[src/reg_stream_pkg.sv]
// Register index type and write, read-address and read-data stream payloads
`default_nettype none

package reg_stream_pkg;

    // Up to 64 word registers
    localparam int REG_IDX_W = 6;

    typedef logic [REG_IDX_W-1:0] reg_idx_t;

    typedef struct packed {
        reg_idx_t    idx;
        logic [31:0] data;
    } wr_item_t;

    typedef struct packed {
        reg_idx_t idx;
    } rd_addr_item_t;

    typedef struct packed {
        logic [31:0] data;
    } rd_data_item_t;

endpackage

`default_nettype wire

[src/axil_pkg.sv]
// AXI-lite address, data and response types, request and response channel structs
`default_nettype none

package axil_pkg;

    typedef logic [31:0] axil_addr_t;
    typedef logic [31:0] axil_data_t;
    typedef logic [1:0]  axil_resp_t;

    localparam axil_resp_t RESP_OKAY   = 2'b00;
    localparam axil_resp_t RESP_SLVERR = 2'b10;

    // Signals driven by the master on all five channels
    typedef struct packed {
        logic       aw_valid;
        axil_addr_t aw_addr;
        logic       w_valid;
        axil_data_t w_data;
        logic       b_ready;
        logic       ar_valid;
        axil_addr_t ar_addr;
        logic       r_ready;
    } axil_req_t;

    // Signals driven by the slave
    typedef struct packed {
        logic       aw_ready;
        logic       w_ready;
        logic       b_valid;
        axil_resp_t b_resp;
        logic       ar_ready;
        logic       r_valid;
        axil_data_t r_data;
        axil_resp_t r_resp;
    } axil_rsp_t;

endpackage

`default_nettype wire
[src/ext_regs_top.sv]
// Register bridge top level: front end, three pipeline stages and register bank
`default_nettype none

module ext_regs_top
    import axil_pkg::*, reg_stream_pkg::*;
#(
    parameter int N_CTRL = 4,
    parameter int N_STAT = 2
) (
    input  logic                    clk,
    input  logic                    rst_n,
    input  axil_req_t               axil_req,
    output axil_rsp_t               axil_rsp,
    input  logic [N_STAT-1:0][31:0] status,
    output logic [N_CTRL-1:0][31:0] ctrl
);

    // Front end side of each link
    logic          fe_wr_valid, fe_wr_ready;
    wr_item_t      fe_wr_item;
    logic          fe_rd_addr_valid, fe_rd_addr_ready;
    rd_addr_item_t fe_rd_addr_item;
    logic          fe_rd_data_valid, fe_rd_data_ready;
    rd_data_item_t fe_rd_data_item;

    // Bank side of each link
    logic          bk_wr_valid, bk_wr_ready;
    wr_item_t      bk_wr_item;
    logic          bk_rd_addr_valid, bk_rd_addr_ready;
    rd_addr_item_t bk_rd_addr_item;
    logic          bk_rd_data_valid, bk_rd_data_ready;
    rd_data_item_t bk_rd_data_item;

    axil_reg_front #(.N_CTRL(N_CTRL), .N_STAT(N_STAT)) front (
        .clk, .rst_n, .axil_req, .axil_rsp,
        .wr_valid(fe_wr_valid), .wr_ready(fe_wr_ready), .wr_item(fe_wr_item),
        .rd_addr_valid(fe_rd_addr_valid), .rd_addr_ready(fe_rd_addr_ready),
        .rd_addr_item(fe_rd_addr_item),
        .rd_data_valid(fe_rd_data_valid), .rd_data_ready(fe_rd_data_ready),
        .rd_data_item(fe_rd_data_item)
    );

    // Write and read-address paths have equal depth to keep ordering
    stream_stage #(.payload_t(wr_item_t)) wr_stage (
        .clk, .rst_n,
        .in_valid(fe_wr_valid), .in_ready(fe_wr_ready), .in_data(fe_wr_item),
        .out_valid(bk_wr_valid), .out_ready(bk_wr_ready), .out_data(bk_wr_item)
    );

    stream_stage #(.payload_t(rd_addr_item_t)) rd_addr_stage (
        .clk, .rst_n,
        .in_valid(fe_rd_addr_valid), .in_ready(fe_rd_addr_ready), .in_data(fe_rd_addr_item),
        .out_valid(bk_rd_addr_valid), .out_ready(bk_rd_addr_ready),
        .out_data(bk_rd_addr_item)
    );

    stream_stage #(.payload_t(rd_data_item_t)) rd_data_stage (
        .clk, .rst_n,
        .in_valid(bk_rd_data_valid), .in_ready(bk_rd_data_ready), .in_data(bk_rd_data_item),
        .out_valid(fe_rd_data_valid), .out_ready(fe_rd_data_ready),
        .out_data(fe_rd_data_item)
    );

    ext_reg_bank #(.N_CTRL(N_CTRL), .N_STAT(N_STAT)) bank (
        .clk, .rst_n,
        .wr_valid(bk_wr_valid), .wr_ready(bk_wr_ready), .wr_item(bk_wr_item),
        .rd_addr_valid(bk_rd_addr_valid), .rd_addr_ready(bk_rd_addr_ready),
        .rd_addr_item(bk_rd_addr_item),
        .rd_data_valid(bk_rd_data_valid), .rd_data_ready(bk_rd_data_ready),
        .rd_data_item(bk_rd_data_item),
        .status, .ctrl
    );

endmodule

`default_nettype wire

[src/ext_reg_bank.sv]
// Control register storage and read lookup over control and status registers
`default_nettype none

module ext_reg_bank
    import reg_stream_pkg::*;
#(
    parameter int N_CTRL = 4,
    parameter int N_STAT = 2
) (
    input  logic                    clk,
    input  logic                    rst_n,
    input  logic                    wr_valid,
    output logic                    wr_ready,
    input  wr_item_t                wr_item,
    input  logic                    rd_addr_valid,
    output logic                    rd_addr_ready,
    input  rd_addr_item_t           rd_addr_item,
    output logic                    rd_data_valid,
    input  logic                    rd_data_ready,
    output rd_data_item_t           rd_data_item,
    input  logic [N_STAT-1:0][31:0] status,
    output logic [N_CTRL-1:0][31:0] ctrl
);

    logic [N_CTRL-1:0][31:0] ctrl_q;
    logic [31:0]             rd_value;
    logic                    rd_accept;
    logic                    rd_data_valid_q;
    rd_data_item_t           rd_data_q;

    assign wr_ready      = 1'b1;
    // Hold the read-address link while a reply is stalled
    assign rd_addr_ready = !rd_data_valid_q || rd_data_ready;
    assign rd_accept     = rd_addr_valid && rd_addr_ready;

    always_ff @(posedge clk) begin
        if (!rst_n) begin
            ctrl_q <= '0;
        end else if (wr_valid && wr_ready) begin
            for (int i = 0; i < N_CTRL; i++) begin
                if (wr_item.idx == reg_idx_t'(i)) begin
                    ctrl_q[i] <= wr_item.data;
                end
            end
        end
    end

    // Status words sit right after the control words
    always_comb begin
        rd_value = '0;
        for (int i = 0; i < N_CTRL; i++) begin
            if (rd_addr_item.idx == reg_idx_t'(i)) begin
                rd_value = ctrl_q[i];
            end
        end
        for (int j = 0; j < N_STAT; j++) begin
            if (rd_addr_item.idx == reg_idx_t'(N_CTRL + j)) begin
                rd_value = status[j];
            end
        end
    end

    always_ff @(posedge clk) begin
        if (!rst_n) begin
            rd_data_valid_q <= 1'b0;
        end else if (rd_accept) begin
            rd_data_valid_q <= 1'b1;
        end else if (rd_data_ready) begin
            rd_data_valid_q <= 1'b0;
        end
    end

    always_ff @(posedge clk) begin
        if (rd_accept) begin
            rd_data_q.data <= rd_value;
        end
    end

    assign rd_data_valid = rd_data_valid_q;
    assign rd_data_item  = rd_data_q;
    assign ctrl          = ctrl_q;

endmodule

`default_nettype wire

[src/axil_reg_front.sv]
// AXI-lite slave front end: address decode, stream item issue, B and R responses
`default_nettype none

module axil_reg_front
    import axil_pkg::*, reg_stream_pkg::*;
#(
    parameter int N_CTRL = 4,
    parameter int N_STAT = 2
) (
    input  logic          clk,
    input  logic          rst_n,
    input  axil_req_t     axil_req,
    output axil_rsp_t     axil_rsp,
    output logic          wr_valid,
    input  logic          wr_ready,
    output wr_item_t      wr_item,
    output logic          rd_addr_valid,
    input  logic          rd_addr_ready,
    output rd_addr_item_t rd_addr_item,
    input  logic          rd_data_valid,
    output logic          rd_data_ready,
    input  rd_data_item_t rd_data_item
);

    localparam int N_MAP = N_CTRL + N_STAT;

    logic [29:0]   aw_word;
    logic [29:0]   ar_word;
    logic          aw_in_ctrl;
    logic          ar_in_map;
    logic          write_accept;
    logic          read_accept;
    logic          rd_reply;
    logic          b_valid_q;
    logic          r_valid_q;
    logic          wr_valid_q;
    logic          rd_addr_valid_q;
    logic          rd_busy;
    axil_resp_t    b_resp_q;
    axil_resp_t    r_resp_q;
    axil_data_t    r_data_q;
    wr_item_t      wr_item_q;
    rd_addr_item_t rd_addr_item_q;

    // Byte address to word index, full width so high addresses do not alias
    assign aw_word    = axil_req.aw_addr[31:2];
    assign ar_word    = axil_req.ar_addr[31:2];
    assign aw_in_ctrl = aw_word < 30'(N_CTRL);
    assign ar_in_map  = ar_word < 30'(N_MAP);

    // Writes take priority over reads in the same cycle
    assign write_accept = axil_req.aw_valid && axil_req.w_valid && !b_valid_q && !wr_valid_q;
    assign read_accept  = axil_req.ar_valid && !r_valid_q && !rd_busy && !write_accept;
    assign rd_reply     = rd_busy && rd_data_valid;

    always_ff @(posedge clk) begin
        if (!rst_n) begin
            b_valid_q       <= 1'b0;
            r_valid_q       <= 1'b0;
            wr_valid_q      <= 1'b0;
            rd_addr_valid_q <= 1'b0;
            rd_busy         <= 1'b0;
        end else begin
            if (write_accept) begin
                b_valid_q <= 1'b1;
            end else if (axil_req.b_ready) begin
                b_valid_q <= 1'b0;
            end

            // Only control addresses produce a write item
            if (write_accept && aw_in_ctrl) begin
                wr_valid_q <= 1'b1;
            end else if (wr_ready) begin
                wr_valid_q <= 1'b0;
            end

            if (read_accept && ar_in_map) begin
                rd_addr_valid_q <= 1'b1;
            end else if (rd_addr_ready) begin
                rd_addr_valid_q <= 1'b0;
            end

            if (read_accept && ar_in_map) begin
                rd_busy <= 1'b1;
            end else if (rd_reply) begin
                rd_busy <= 1'b0;
            end

            // Out-of-map reads answer at once
            if ((read_accept && !ar_in_map) || rd_reply) begin
                r_valid_q <= 1'b1;
            end else if (axil_req.r_ready) begin
                r_valid_q <= 1'b0;
            end
        end
    end

    always_ff @(posedge clk) begin
        if (write_accept) begin
            b_resp_q       <= aw_in_ctrl ? RESP_OKAY : RESP_SLVERR;
            wr_item_q.idx  <= aw_word[REG_IDX_W-1:0];
            wr_item_q.data <= axil_req.w_data;
        end
        if (read_accept) begin
            rd_addr_item_q.idx <= ar_word[REG_IDX_W-1:0];
            r_data_q           <= '0;
            r_resp_q           <= RESP_SLVERR;
        end else if (rd_reply) begin
            r_data_q <= rd_data_item.data;
            r_resp_q <= RESP_OKAY;
        end
    end

    assign wr_valid      = wr_valid_q;
    assign wr_item       = wr_item_q;
    assign rd_addr_valid = rd_addr_valid_q;
    assign rd_addr_item  = rd_addr_item_q;
    assign rd_data_ready = rd_busy;

    always_comb begin
        axil_rsp.aw_ready = write_accept;
        axil_rsp.w_ready  = write_accept;
        axil_rsp.b_valid  = b_valid_q;
        axil_rsp.b_resp   = b_resp_q;
        axil_rsp.ar_ready = read_accept;
        axil_rsp.r_valid  = r_valid_q;
        axil_rsp.r_data   = r_data_q;
        axil_rsp.r_resp   = r_resp_q;
    end

endmodule

`default_nettype wire

[src/stream_stage.sv]
// Registered valid/ready pipeline stage with a type-parameterized payload
`default_nettype none

module stream_stage #(
    parameter type payload_t = logic [31:0]
) (
    input  logic     clk,
    input  logic     rst_n,
    input  logic     in_valid,
    output logic     in_ready,
    input  payload_t in_data,
    output logic     out_valid,
    input  logic     out_ready,
    output payload_t out_data
);

    logic     valid_q;
    payload_t data_q;

    // Accept when empty or when the held item leaves this cycle
    assign in_ready = !valid_q || out_ready;

    always_ff @(posedge clk) begin
        if (!rst_n) begin
            valid_q <= 1'b0;
        end else if (in_valid && in_ready) begin
            valid_q <= 1'b1;
        end else if (out_ready) begin
            valid_q <= 1'b0;
        end
    end

    always_ff @(posedge clk) begin
        if (in_valid && in_ready) begin
            data_q <= in_data;
        end
    end

    assign out_valid = valid_q;
    assign out_data  = data_q;

endmodule

`default_nettype wire

[config.mk]
export PLATFORM = sky130hd
export DESIGN_NAME = ext_regs_top
export DESIGN_NICKNAME = d
export VERILOG_FILES = /design/src/reg_stream_pkg.sv /design/src/axil_pkg.sv /design/src/ext_regs_top.sv /design/src/ext_reg_bank.sv /design/src/axil_reg_front.sv /design/src/stream_stage.sv
export SDC_FILE = /design/constraint.sdc
export NUM_CORES = 1
export LEC_CHECK = 0
export BUFFER_PORTS_ARGS = -buffer_cell sky130_fd_sc_hd__buf_2
export CORE_AREA = 2 2 152 154
export CTS_CLUSTER_DIAMETER = 50
export DETAILED_ROUTE_END_ITERATION = 7
export DIE_AREA = 0 0 154 156
export HOLD_SLACK_MARGIN = 0.06
export PLACE_DENSITY_LB_ADDON = 0.15
export SKIP_CTS_REPAIR_TIMING = 1
export SYNTH_ARGS = -nofsm -noshare
export SYNTH_HDL_FRONTEND = slang
export SYNTH_SLANG_ARGS = --single-unit
[constraint.sdc]
create_clock -name clk -period 10.3 [get_ports clk]
set_clock_uncertainty 0.05 [all_clocks]
set_input_delay 0.515 -clock clk [delete_from_list [all_inputs] [get_ports clk]]
set_output_delay 0.515 -clock clk [all_outputs]
set_load 0.005 [all_outputs]
==> results of run 1 <==
[registers in the layout (all words and copies together) (netlist names), 6 cells and up]
| signal | cells |
|---|---|
| wr_stage.out_data | 38 |
| front.r_data_q | 32 |
| front.wr_item | 38 |
| rd_data_stage.out_data | 32 |
| bank.rd_data_item | 32 |
| front.rd_addr_item | 6 |
| bank.ctrl | 128 |
| rd_addr_stage.out_data | 6 |
[through the flow]
stage	hold slack, ns	utilization [%]
final	0.1382	67.74
after CTS	0.1190	67.71
after detailed placement	0.3545	62.80
after global placement	0.3503	62.80
after global routing	0.1120	67.71
after floorplan	0.3503	-
[worst register-to-register path, delay by kind of cell (launching register included)]
family             cells  cell delay [ns]
and+or+nand+nor        2             1.42
DFF                    1             1.13
AOI/OAI and AO/OA      1             0.26
[cells by family after synthesis]
logic type | count (synthesis) | share of synthesized area, %
flip-flops | 323 | 64.87
AND/OR/NAND/NOR | 305 | 13.39
AO/OA/AOI/OAI | 272 | 13.75
buffers and inverters | 107 | 4.039
multiplexers | 32 | 3.918
other | 1 | 0.03042
[layout make-up]
class	instances	share of cell area [%]
Inverter	20	0.4955
Clock inverter	16	0.8259
Tap cell	285	2.354
Multi-Input combinational cell	611	25.71
Antenna cell	2	0.03304
Sequential cell	323	52.80
Timing Repair Buffer	338	11.36
Clock buffer	47	6.426
[how the worst max path moves through the flow]
| stage | to | slack, ns |
|---|---|---|
| floorplan | axil_rsp[35] | 6.67 |
| global placement | axil_rsp[35] | 7.21 |
| detailed placement | axil_rsp[35] | 7.16 |
| CTS | axil_rsp[35] | 6.63 |
| global route | axil_rsp[35] | 6.49 |
| finish | axil_rsp[35] | 6.68 |
[where the power goes]
group | switching [mW] | total [mW] | internal, mW | leakage (nW)
registers | 0.00235 | 1.35 | 1.35 | 2.73
logic | 0.0373 | 0.0659 | 0.0286 | 2.69
clock network | 0.482 | 1.20 | 0.714 | 0.535
total | 0.522 | 2.61 | 2.09 | 5.95
[layer usage]
metal / vias to the layer above / routed length [um] / GRT usage, %
met4: 4 / 884 / 8.500
li1: 4406 / - / -
met2: 342 / 13890 / 37.86
met1: 4263 / 13570 / 35.24
met5: - / 14 / 0
met3: 61 / 2613 / 6.833
[cells in the final DEF (no fill, tap or decap), types with 4 or more instances in the layout]
cell	n
sky130_fd_sc_hd__o21ai_0	128
sky130_fd_sc_hd__a211oi_1	19
sky130_fd_sc_hd__o22ai_1	19
sky130_fd_sc_hd__nor4_1	13
sky130_fd_sc_hd__a2bb2oi_1	13
sky130_fd_sc_hd__nand2_1	117
sky130_fd_sc_hd__a22o_1	19
sky130_fd_sc_hd__o21ai_2	32
sky130_fd_sc_hd__and2_1	4
sky130_fd_sc_hd__nand3_1	100
sky130_fd_sc_hd__buf_4	9
sky130_fd_sc_hd__nor2b_1	23
sky130_fd_sc_hd__a21oi_1	33
sky130_fd_sc_hd__mux2i_1	19
sky130_fd_sc_hd__buf_2	328
sky130_fd_sc_hd__inv_1	20
sky130_fd_sc_hd__nand3_2	28
sky130_fd_sc_hd__edfxtp_1	153
sky130_fd_sc_hd__clkbuf_1	9
sky130_fd_sc_hd__mux4_2	13
sky130_fd_sc_hd__dfxtp_1	169
sky130_fd_sc_hd__clkbuf_16	37
sky130_fd_sc_hd__clkinv_1	10
==> results.md, run 1 <==
- The combined area of all synthesized cells is between 10000 and 15000 um^2.
- Once routing completed, OpenROAD measured the worst setup slack at 6.683 ns.
- In the post-synthesis netlist, the biggest area contributors are sky130_fd_sc_hd__edfxtp_1, sky130_fd_sc_hd__dfxtp_1, sky130_fd_sc_hd__o21ai_0.
- No sink is reached through more buffers than the 3 on the longest clock path.
- The clock slew at the register clock pins of the worst setup and hold paths is ~0.06 ns.
- In the final routed layout, each cell accounts on average for 18.86 um.
- After technology mapping, the gate count stands at ~1000.
- The setup TNS is 0 ns.
- The run finished with clean final reports.
- The post-route netlist has between 30% and 40% of its cells at a drive strength greater than 1.
- The cell with the most instances after synthesis is sky130_fd_sc_hd__dfxtp_1.
- The cell with the most instances on the worst path is sky130_fd_sc_hd__buf_4.
- The end point of the most critical hold path is front.wr_item[28].
- The pre-CTS setup slack is roughly 7.2 ns.
- The count of placed standard cells including taps is about 1600.
- The die covers 24020 um^2.
- The start point of the critical path is front.wr_valid.
- The number of non-filler instances in the completed layout is approximately 1600.
- The post-detailed-route DRC marker count is 0.
- The first-pass GRT wire length is ~47 mm.
- The peak per-stage delay on the critical path is about 0.9 ns.
- The largest net degree at the start of global routing is 93.
- The share of async-settable or async-resettable flops after synthesis is 0%.
- Of the available clock period, the critical path in the final layout requires 35.12%.
- The total area of multi-input combinational cells is around 3900 um^2.
- The cell with the largest stage delay on the worst path is sky130_fd_sc_hd__nor4b_4.
- In this run the number of cells on the critical path is 5.
- The number of H-tree levels is 2.
- Clock tree synthesis selected as its root buffer the cell sky130_fd_sc_hd__clkbuf_16.
- The critical path class is register to primary output.
- After synthesis, the netlist uses between 40 and 50 different library cells.
- The critical path goes through buf_4 > and4bb_2 > buf_4 > nor4b_4 > buf_2.
- The layout has approximately 1700 filler cells.
- The overall via count from detail_route is about 9000.
- The initial standard-cell utilization of the core is between 50% and 60%.
- The most used flip-flop cell after synthesis is sky130_fd_sc_hd__dfxtp_1.
- In this run the critical register-to-register path is launched from rd_addr_stage.out_data[2].
- The buffering stage count on the worst path with inverters included is 3.
- The total of buffers placed on input and output ports is ~330.
- At the pin with the least slew margin, the transition time is between 1 and 1.5 ns.
- The register area is 7999 um^2.
- The post-synthesis register bit count is 323.
- The worst-case IR drop observed on VDD is 0.1396 mV.
- Once detailed placement completed, the half-perimeter wirelength came to 20.59 mm.
- The completed layout was analyzed and its total power is 2.613 mW.
- The clock latency of the later-clocked register in the worst-skew pair is 0.50 ns.
- Once detail routing completed, the nets flagged for antenna violations numbered 0.
- The worst setup path is captured at a primary output.
- The horizontal extent of the die is ~150 um.
- The tool flagged a number of max-cap violations equal to 0.
- The type of origin of the critical path is a register.
- The area fraction of the dominant cell type after synthesis is roughly 37%.
- The number of pins exceeding their max-slew limit in the final report is 0.
- The leakage power is between 5 and 6 nW.
- The standard cell area after detailed placement is ~14000 um^2.
- The global routing usage summed across all routing layers is 25.07%.
- Setup repair after global routing left no endpoint under its margin.
- The residual overflow from global routing is 0.
- The data required time of the critical path is approximately 9.7 ns.
- Along the worst path, the maximum fanout reaches 44.
- The number of synthesis warnings is 0.
- At the end of routability-driven placement, the weighted congestion stood at between 0.8 and 0.9.
- The power density normalized to cell area is between 150 and 200 nW/um^2.
- The number of antenna violations at the first check in global routing is 3.
- The logic depth of the worst register-to-register path is 3.
- The area of the core is roughly 22000 um^2.
- The dominant delay contributor by cell family on the critical path is simple AND/OR/NAND/NOR gates.
- The number of endpoints failing setup at the final stage is 0.
- Once layout is done, the placed cells without fillers occupy 15150 um^2.
- The register-to-register setup slack is just over 7 ns.
- The start point of the worst hold path is axil_req[63].
- Based on the critical path, the design can be clocked at up to approximately 280 MHz.
- The number of global-route vias before repair is 8253.
- The clock tree from TritonCTS is done.
- Clock tree synthesis found a total of about 320 sinks.
- For this run, the detailed router's first-pass iteration total came to 5.
- The endpoint of the worst register-to-register path is bank.rd_data_item[20].
- In this run the count of I/O pins placed on the die edge is around 340.
- The final layout contains approximately 1500 nets.
- Yosys mapped a number of flops with a built-in enable equal to around 150.
- The first routing iteration left ~640 violations.
- Buffers inserted during clock tree synthesis total 35.
- The worst pin sits at a relative slew slack of 21.69%.
- Counting instances in the post-synthesis netlist gives the leading cell types as sky130_fd_sc_hd__dfxtp_1, sky130_fd_sc_hd__edfxtp_1, sky130_fd_sc_hd__o21ai_0.
- The overall routed net length is 30.97 mm.
- The mean number of vias per cell is ~5.5.
- The arrival time at the worst endpoint is roughly 3.1 ns.
- Sequential elements use between 60% and 70% of the synthesized area.
- The average size of a mapped cell is ~12 um^2.
- The synthesized design spends more area on one cell type than any other, namely sky130_fd_sc_hd__edfxtp_1.
- The clock period could shrink to between 3 and 4 ns.
- The class of the worst hold path is primary input to register.
- The area growth from synthesis to layout is 22.89%.
- The total count of hold-check failures in the final report came to 0.
- In this run the core area contains 55 standard-cell rows.
- The die extent in y is roughly 160 um.
- The cell depth of the worst hold path is 1.
Note: power is estimated with default switching activity, not from simulation.
==> run 2, diff against run 1 <==
Settings changed: CORE_AREA 2 2 152 154 to 2 2 157 159, DIE_AREA 0 0 154 156 to 0 0 159 161.
Clock period 10.3 ns to 3.36 ns, I/O delays scaled along.
==> results.md, run 2 (synthesized netlist as in run 1, its figures left out) <==
- The tree is rooted in a sky130_fd_sc_hd__clkbuf_16.
- The share of cells above drive strength 1 is 33.13% (-1.3 points).
- The startpoint identified for the worst hold timing path is status[2].
- The clock slew at the register clock pins of the worst setup and hold paths was 0.06 ns (about the same).
- The number of global-route vias before repair is 8404 (+1.8%).
- The number of endpoints failing setup at the final stage is 0 (unchanged).
- Based on the critical path, the design can be clocked at up to about 360 MHz.
- The headroom to the max-slew limit is 27.27% (+5.6 points).
- The count of maximum capacitance violations is 0 (unchanged).
- The total area of multi-input combinational cells is 3900 um^2 (+0.13%).
- The routability-driven placement congestion ratio is 0.8521 (+2.7%).
- The class of the worst hold path is primary input to register.
- The count of antenna diodes in the layout is 0 (-2).
- The capturing element type of the critical path is a register.
- The die area is 25600 um^2 (+6.6%).
- The clock latency of the later-clocked register in the worst-skew pair is 0.50 ns (about the same).
- The number of inserted filler cells in the final layout came to 1851 (+6.7%).
- TritonCTS built the clock tree.
- The area growth from synthesis to layout is 32.20%.
- The leakage power is 6.459 nW (+8.5%).
- The die extent in y is 161 um (+3.2%).
- The number of clock sinks seen by CTS is 323 (unchanged).
- The overall via count from detail_route was 9568 (+5.4%).
- STA classifies the critical path startpoint as a register.
- Setup repair after global routing left no endpoint under its margin.
- The arrival time at the worst endpoint came to 3.00 ns (-0.05 ns).
- The dominant delay contributor by cell family on the critical path is simple AND/OR/NAND/NOR gates.
- The initial standard-cell utilization of the core is 51.45% (-3.7 points).
- In the layout the commonest cells are sky130_fd_sc_hd__buf_2, sky130_fd_sc_hd__dfxtp_1, sky130_fd_sc_hd__edfxtp_1, sky130_fd_sc_hd__o21ai_0, sky130_fd_sc_hd__nand2_1.
- The area of the core is 23960 um^2 (+7.1%).
- The number of H-tree levels is 2 (unchanged).
- The number of antenna violations at the first check in global routing is 0 (-3).
- In this run the critical register-to-register path is launched from rd_addr_stage.out_data[5].
- The setup TNS is 0 ns (unchanged).
- The slew at the pin closest to its max-slew limit is 1.091 ns (-0.08371 ns).
- The post-DP HPWL was 21.56 mm (+4.7%).
- The routed length per placed instance is 18.46 um (-2.2%).
- The worst setup path is of the register to register kind.
- The register area is 7999 um^2 (unchanged).
- The standard cell area after detailed placement is 14180 um^2 (+0.93%).
- The peak per-stage delay on the critical path is 0.56 ns (-0.34 ns).
- The final non-filler cell area is 16300 um^2 (+7.6%).
- The cell with the largest stage delay on the worst path is sky130_fd_sc_hd__dlygate4sd3_1.
- The register-to-register setup slack was 0.56 ns (-6.63 ns).
- The residual overflow from global routing is 0 (unchanged).
- The total number of placement rows is 57 (+3.6%).
- The largest vdd supply drop is 0.4117 mV (+190%).
- The flip-flop count of the largest register after layout is 128 (unchanged).
- The total count of hold-check failures in the final report is 0 (unchanged).
- The buffering stage count on the worst path with inverters included is 1 (-2).
- The total of buffers placed on input and output ports came to 329 (unchanged).
- The most common library cell in the layout ignoring fill and taps is sky130_fd_sc_hd__buf_2.
- The logic depth of the worst register-to-register path is 5 (+2).
- The detailed router's first-iteration violation count is 732 (+15%).
- The total clock buffers created by CTS is 35 (unchanged).
- The number of buffers on the longest clock path is 3 (unchanged).
- The critical path goes through nor4_2 > and2_1 > nand2_1 > a2bb2oi_1 > dlygate4sd3_1.
- The overall routed net length was 32.78 mm (+5.8%).
- The clock period could shrink to approximately 2.8 ns.
- The number of pins exceeding their max-slew limit in the final report was 0 (unchanged).
- The iteration count of the initial detailed-routing pass came to 5 (unchanged).
- The final-stage net count was 1593 (+6.5%).
- The largest net degree at the start of global routing was 94 (+1.1%).
- The critical-path maximum fanout was 17 (-61%).
- The final cycle utilization of the critical path is 83.36%.
- The cell depth of the worst hold path was 3 (+2).
- The endpoint identified for the worst register-to-register timing path is bank.rd_data_item[5].
- The end point of the most critical hold path is bank.rd_data_item[2].
- The number of nets with antenna violations after detailed routing is 0 (unchanged).
- The mean number of vias per cell is 5.387 (-2.5%).
- The global routing usage summed across all routing layers is 23.47% (-1.6 points).
- The first-pass GRT wire length is 47.35 mm (+1.5%).
- The data required time of the critical path was 3.56 ns (-6.18 ns).
- The post-detailed-route DRC marker count is 0 (unchanged).
- The number of placed I/O pins was 336 (unchanged).
- The final design utilization is 68.01% (+0.28 points).
- The flow ran to the end, and the final reports show no timing, DRC or antenna violations.
- The horizontal extent of the die was 159 um (+3.2%).
- The power density normalized to cell area came to 519.5 nW/um^2 (+200%).
run 2: cell types whose count changed in the layout (fill, tap and decap cells not counted), moves of 2 or more:
cell	before	now
sky130_fd_sc_hd__dlygate4sd3_1	0	90
sky130_fd_sc_hd__clkinv_2	2	5
sky130_fd_sc_hd__clkinv_1	10	5
sky130_fd_sc_hd__inv_6	2	0
sky130_fd_sc_hd__buf_12	0	2
sky130_fd_sc_hd__bufinv_16	2	6
sky130_fd_sc_hd__buf_4	9	14
sky130_fd_sc_hd__diode_2	2	0
sky130_fd_sc_hd__clkbuf_1	9	6
run 2: layer usage:
| metal | up-vias | track usage [%] | part of all wire (%) |
|---|---|---|---|
| met5 | - | 0 | 0 |
| met4 | 0 | 7.934 | 3.2 |
| met3 | 74 | 5.778 | 8.3 |
| met2 | 398 | 34.80 | 45 |
| met1 | 4514 | 34.01 | 44 |
| li1 | 4582 | - | - |
run 2: per-stage QoR:
step                      instances  hold WS [ns]  worst slack (ns)  total power [mW]
after floorplan                1041        0.2169           0.07688             4.307
after global placement         1623        0.2948             1.000             4.430
after detailed placement       1623        0.2961            0.9901             4.433
after CTS                      1686       -0.2294            0.9119             8.437
after global routing           1776       0.06302            0.2818             8.715
final                          1776       0.03289            0.5591             8.468
run 2: area by class of cell:
cell class	count	area share, %
sequential	323	49.08
multi-input combinational	611	23.93
timing repair buffer	435	16.56
clock buffer	45	5.988
tap	324	2.487
clock inverter	18	1.497
inverter	20	0.4606
run 2: worst max path at each step:
stage | start | to | cells past startpoint
6_report | rd_addr_stage.out_data[5] | bank.rd_data_item[5] | 5
5_1_grt | rd_addr_stage.out_data[5] | bank.rd_data_item[30] | 5
4_1_cts | front.wr_valid | axil_rsp[39] | 3
3_3_place_gp | wr_stage.out_data[34] | bank.ctrl[2] | 4
3_5_place_dp | wr_stage.out_data[34] | bank.ctrl[1] | 4
2_1_floorplan | front.wr_valid | front.rd_addr_item[0] | 3
run 2: worst reg2reg max path, cell delays in order (launching register included):
cell and delay, ns:
sky130_fd_sc_hd__edfxtp_1 0.41, sky130_fd_sc_hd__nor4_2 0.34, sky130_fd_sc_hd__and2_1 0.53, sky130_fd_sc_hd__nand2_1 0.43, sky130_fd_sc_hd__a2bb2oi_1 0.24, sky130_fd_sc_hd__dlygate4sd3_1 0.56
run 2: power breakdown:
| group | switching, mW | internal, mW |
|---|---|---|
| clock network | 1.52 | 2.52 |
| logic | 0.136 | 0.152 |
| registers | 0.00731 | 4.13 |
| total | 1.66 | 6.80 |
==> run 3, diff against run 2 <==
Settings changed: ABC_AREA set to 1, CORE_AREA 2 2 157 159 to 2 2 159 161, DIE_AREA 0 0 159 161 to 0 0 161 163.
Clock period 3.36 ns to 2.77 ns, I/O delays scaled along.
==> results.md, run 3 <==
- The count of mapped cells out of synthesis is 1404 (+35%).
- The initial standard-cell utilization of the core was 50.79% (-0.66 points).
- The cell at the root of the clock tree is sky130_fd_sc_hd__clkbuf_16.
- The fraction of the mapped netlist area in compound gates came to 5.371% (-8.4 points).
- The number of global-route vias before repair was 9026 (+7.4%).
- The start point of the critical path is rd_addr_stage.out_data[5].
- The number of inserted filler cells in the final layout is 1972 (+6.5%).
- The clock slew at the register clock pins of the worst setup and hold paths is 0.05 ns (about the same).
- The final non-filler cell area is 16700 um^2 (+2.5%).
- The highest clock frequency the design can meet is 418.1 MHz (+17%).
- The die area is 26240 um^2 (+2.5%).
- The smallest setup slack after layout came to 0.3783 ns (-0.1808 ns).
- Setup repair after global routing left no endpoint under its margin.
- The number of pins exceeding their max-slew limit in the final report came to 0 (unchanged).
- The number of synthesis warnings is 0 (unchanged).
- The library cell used most frequently in the layout, excluding fill and tap cells, is sky130_fd_sc_hd__nand2_1.
- The xor/xnor cell area share of the yosys netlist is 0% (unchanged).
- In this run the critical register-to-register path is captured at bank.rd_data_item[14].
- The main combinational cell family by area after synthesis is simple AND/OR/NAND/NOR gates.
- The total count of hold-check failures in the final report is 0 (unchanged).
- The register-to-register setup slack is 0.38 ns (-0.18 ns).
- The area fraction of the dominant cell type after synthesis is 36.66% (-0.61 points).
- The top cell types in the final layout, fill and taps aside, are sky130_fd_sc_hd__nand2_1, sky130_fd_sc_hd__buf_2, sky130_fd_sc_hd__nor2_1, sky130_fd_sc_hd__dfxtp_1, sky130_fd_sc_hd__edfxtp_1.
- The headroom to the max-slew limit is 36.42% (+9.1 points).
- The pre-CTS setup slack came to 0.7825 ns (-0.2076 ns).
- The flip-flop count of the largest register after layout is 128 (unchanged).
- The largest net degree at the start of global routing is 100 (+6.4%).
- The average size of a mapped cell is 8.926 um^2 (-25%).
- The flow ran to the end, and the final reports show no timing, DRC or antenna violations.
- The logic depth of the worst register-to-register path is 7 (+2).
- The overall routed net length was 34.26 mm (+4.5%).
- The clock tree from TritonCTS is done.
- The combined area of all synthesized cells was 12530 um^2 (+1.7%).
- The total of buffers placed on input and output ports is 329 (unchanged).
- The slew at the pin closest to its max-slew limit is 0.9527 ns (-0.1382 ns).
- The total clock buffers created by CTS is 37 (+5.7%).
- The iteration count of the initial detailed-routing pass came to 6 (+1).
- By count the netlist is led by sky130_fd_sc_hd__nand2_1, sky130_fd_sc_hd__nor2_1, sky130_fd_sc_hd__dfxtp_1.
- The peak per-stage delay on the critical path came to 0.59 ns (+0.03 ns).
- The number of nets with antenna violations after detailed routing is 0 (unchanged).
- The post-synthesis register bit count is 323 (unchanged).
- The type of origin of the critical path is a register.
- Traced cell by cell, the critical path runs through nor2_2 > nand2_1 > nor3_4 > buf_4 > nand2_1 > nand4_1 > dlygate4sd3_1.
- The count of maximum capacitance violations came to 0 (unchanged).
- The power consumption is 9.985 mW (+18%).
- The routability-driven placement congestion ratio is 0.8708 (+2.2%).
- The share of synthesized area occupied by flip-flops and latches came to 63.82% (-1.1 points).
- The total number of placement rows is 58 (+1.8%).
- The arrival time at the worst endpoint is 2.69 ns (-0.31 ns).
- Compared with the post-synthesis result, the final layout area differs by 33.25%.
- The detailed router's first-iteration violation count was 970 (+33%).
- The number of H-tree levels is 2 (unchanged).
- Sorting the synthesized cells by area gives the leading types as sky130_fd_sc_hd__edfxtp_1, sky130_fd_sc_hd__dfxtp_1, sky130_fd_sc_hd__nand2_1.
- The predominant post-synthesis flop cell is sky130_fd_sc_hd__dfxtp_1.
- The standard cell area after detailed placement was 14400 um^2 (+1.5%).
- The number of clock sinks seen by CTS is 323 (unchanged).
- The destination of the critical timing path is bank.rd_data_item[14].
- The setup TNS was 0 ns (unchanged).
- The power density normalized to cell area is 598.0 nW/um^2 (+15%).
- The routed length per placed instance was 15.67 um (-15%).
- The worst setup path is captured at a register.
- The area of the core is 24670 um^2 (+3.0%).
- The cell with the most instances after synthesis is sky130_fd_sc_hd__nand2_1.
- The number of placed I/O pins is 336 (unchanged).
- The cell with the largest stage delay on the worst path is sky130_fd_sc_hd__dlygate4sd3_1.
- By instance count, the cell type seen most on the critical path is sky130_fd_sc_hd__nand2_1.
- The mean number of vias per cell came to 4.823 (-10%).
- The post-detailed-route DRC marker count was 0 (unchanged).
- The adder and majority gate portion of the synthesized area was 0% (unchanged).
- The data required time of the critical path is 3.06 ns (-0.50 ns).
- The first-pass GRT wire length came to 49.94 mm (+5.5%).
- The minimum hold slack came to 0.03884 ns (+0.005952 ns).
- The horizontal extent of the die came to 161 um (+1.3%).
- The biggest area contributor in the post-synthesis netlist is sky130_fd_sc_hd__edfxtp_1.
- The post-DP HPWL is 23.89 mm (+11%).
- The global routing usage summed across all routing layers is 24.31% (+0.84 points).
- The worst setup path is of the register to register kind.
- The final critical path time including I/O delays and setup is 2.392 ns (-0.4092 ns).
- The final-stage net count is 1996 (+25%).
- The share of cells above drive strength 1 came to 22.80% (-10 points).
- The clock latency of the later-clocked register in the worst-skew pair is 0.50 ns (about the same).
- The area fraction in and, or, nand and nor cells after synthesis is 24.64% (+11 points).
- The number of antenna violations at the first check in global routing is 0 (unchanged).
- The leakage power was 7.645 nW (+18%).
- In this run the worst hold path is classified as primary input to register.
- The final cycle utilization of the critical path is 86.34% (+3.0 points).
- The mux contribution to synthesized area is 0% (-3.9 points).
- The die extent in y was 163 um (+1.2%).
- The critical-path maximum fanout was 22 (+5).
- The number of buffers on the longest clock path is 3 (unchanged).
- The share of async-settable or async-resettable flops after synthesis is 0% (unchanged).
- The number of distinct library cell variants in the gate-level netlist after synthesis was 24 (-41%).
- The overall via count from detail_route is 10540 (+10%).
- The number of enable flip-flop cells after synthesis is 153 (unchanged).
- The startpoint of the lowest-slack register-to-register path is rd_addr_stage.out_data[5].
- The largest vdd supply drop is 0.5206 mV (+26%).
- The residual overflow from global routing is 0 (unchanged).
- The number of endpoints failing setup at the final stage is 0 (unchanged).
-- run 3: changes by cell type after synthesis, moves of 34 or more --
cell                      before  now
sky130_fd_sc_hd__buf_2        11   45
sky130_fd_sc_hd__inv_1        20   97
sky130_fd_sc_hd__nand2_1     117  391
sky130_fd_sc_hd__nand3_1     100   34
sky130_fd_sc_hd__nor2_1        3  291
sky130_fd_sc_hd__o21ai_0     128   85
-- run 3: worst min-delay path by stage --
stage	from	end	slack [ns]	cells past startpoint
2_1_floorplan	axil_req[3]	front.rd_addr_item[0]	0.19	0
3_3_place_gp	axil_req[45]	front.wr_item[10]	0.27	1
3_5_place_dp	axil_req[54]	front.wr_item[19]	0.27	1
4_1_cts	axil_req[70]	front.wr_item[32]	-0.26	1
5_1_grt	axil_req[9]	front.rd_data_ready	0.09	6
6_report	axil_req[9]	front.rd_data_ready	0.04	6
-- run 3: power breakdown --
part | internal (mW) | leakage [nW] | switching, mW
sequential | 5.02 | 2.75 | 0.00979
clock | 2.81 | 0.577 | 1.82
combinational | 0.180 | 4.32 | 0.142
-- run 3: cells by family (layout without fill, tap and decap cells) --
group / count (synthesis) / after routing
AO/OA/AOI/OAI: 134 / 134
buffers and inverters: 180 / 630
flip-flops: 323 / 323
other: 1 / 3
AND/OR/NAND/NOR: 766 / 766
-- run 3: layout make-up --
cell class	count	area [um^2]	share of cell area, %
flip-flops and latches	323	7999	47.90
multi-input cells	902	3792	22.71
repair buffers	461	2933	17.56
clock buffers	51	1040	6.227
well taps	330	412.9	2.473
inverters	104	390.4	2.338
clock inverters	14	128.9	0.7718
diodes	1	2.502	0.01499
-- run 3: through the flow --
step | std cells | utilization, %
finish | 2186 | 67.68
global route | 2185 | 67.67
CTS | 2072 | 63.08
detailed placement | 2007 | 58.35
global placement | 2007 | 58.35
floorplan | 1405 | -
-- run 3: critical path: cells and delay by family, from the launching register on --
family / cells / cell delay [ns]
buffers and inverters: 2 / 0.93
AND/OR/NAND/NOR: 5 / 0.88
flip-flops: 1 / 0.37
-- run 3: layer usage --
metal / vias up / GRT usage [%] / part of all wire, %
li1: 5344 / - / -
met1: 4725 / 35.81 / 45
met2: 417 / 36.64 / 45
met3: 56 / 5.169 / 7.7
met4: 0 / 6.615 / 2.1
met5: - / 0 / 0
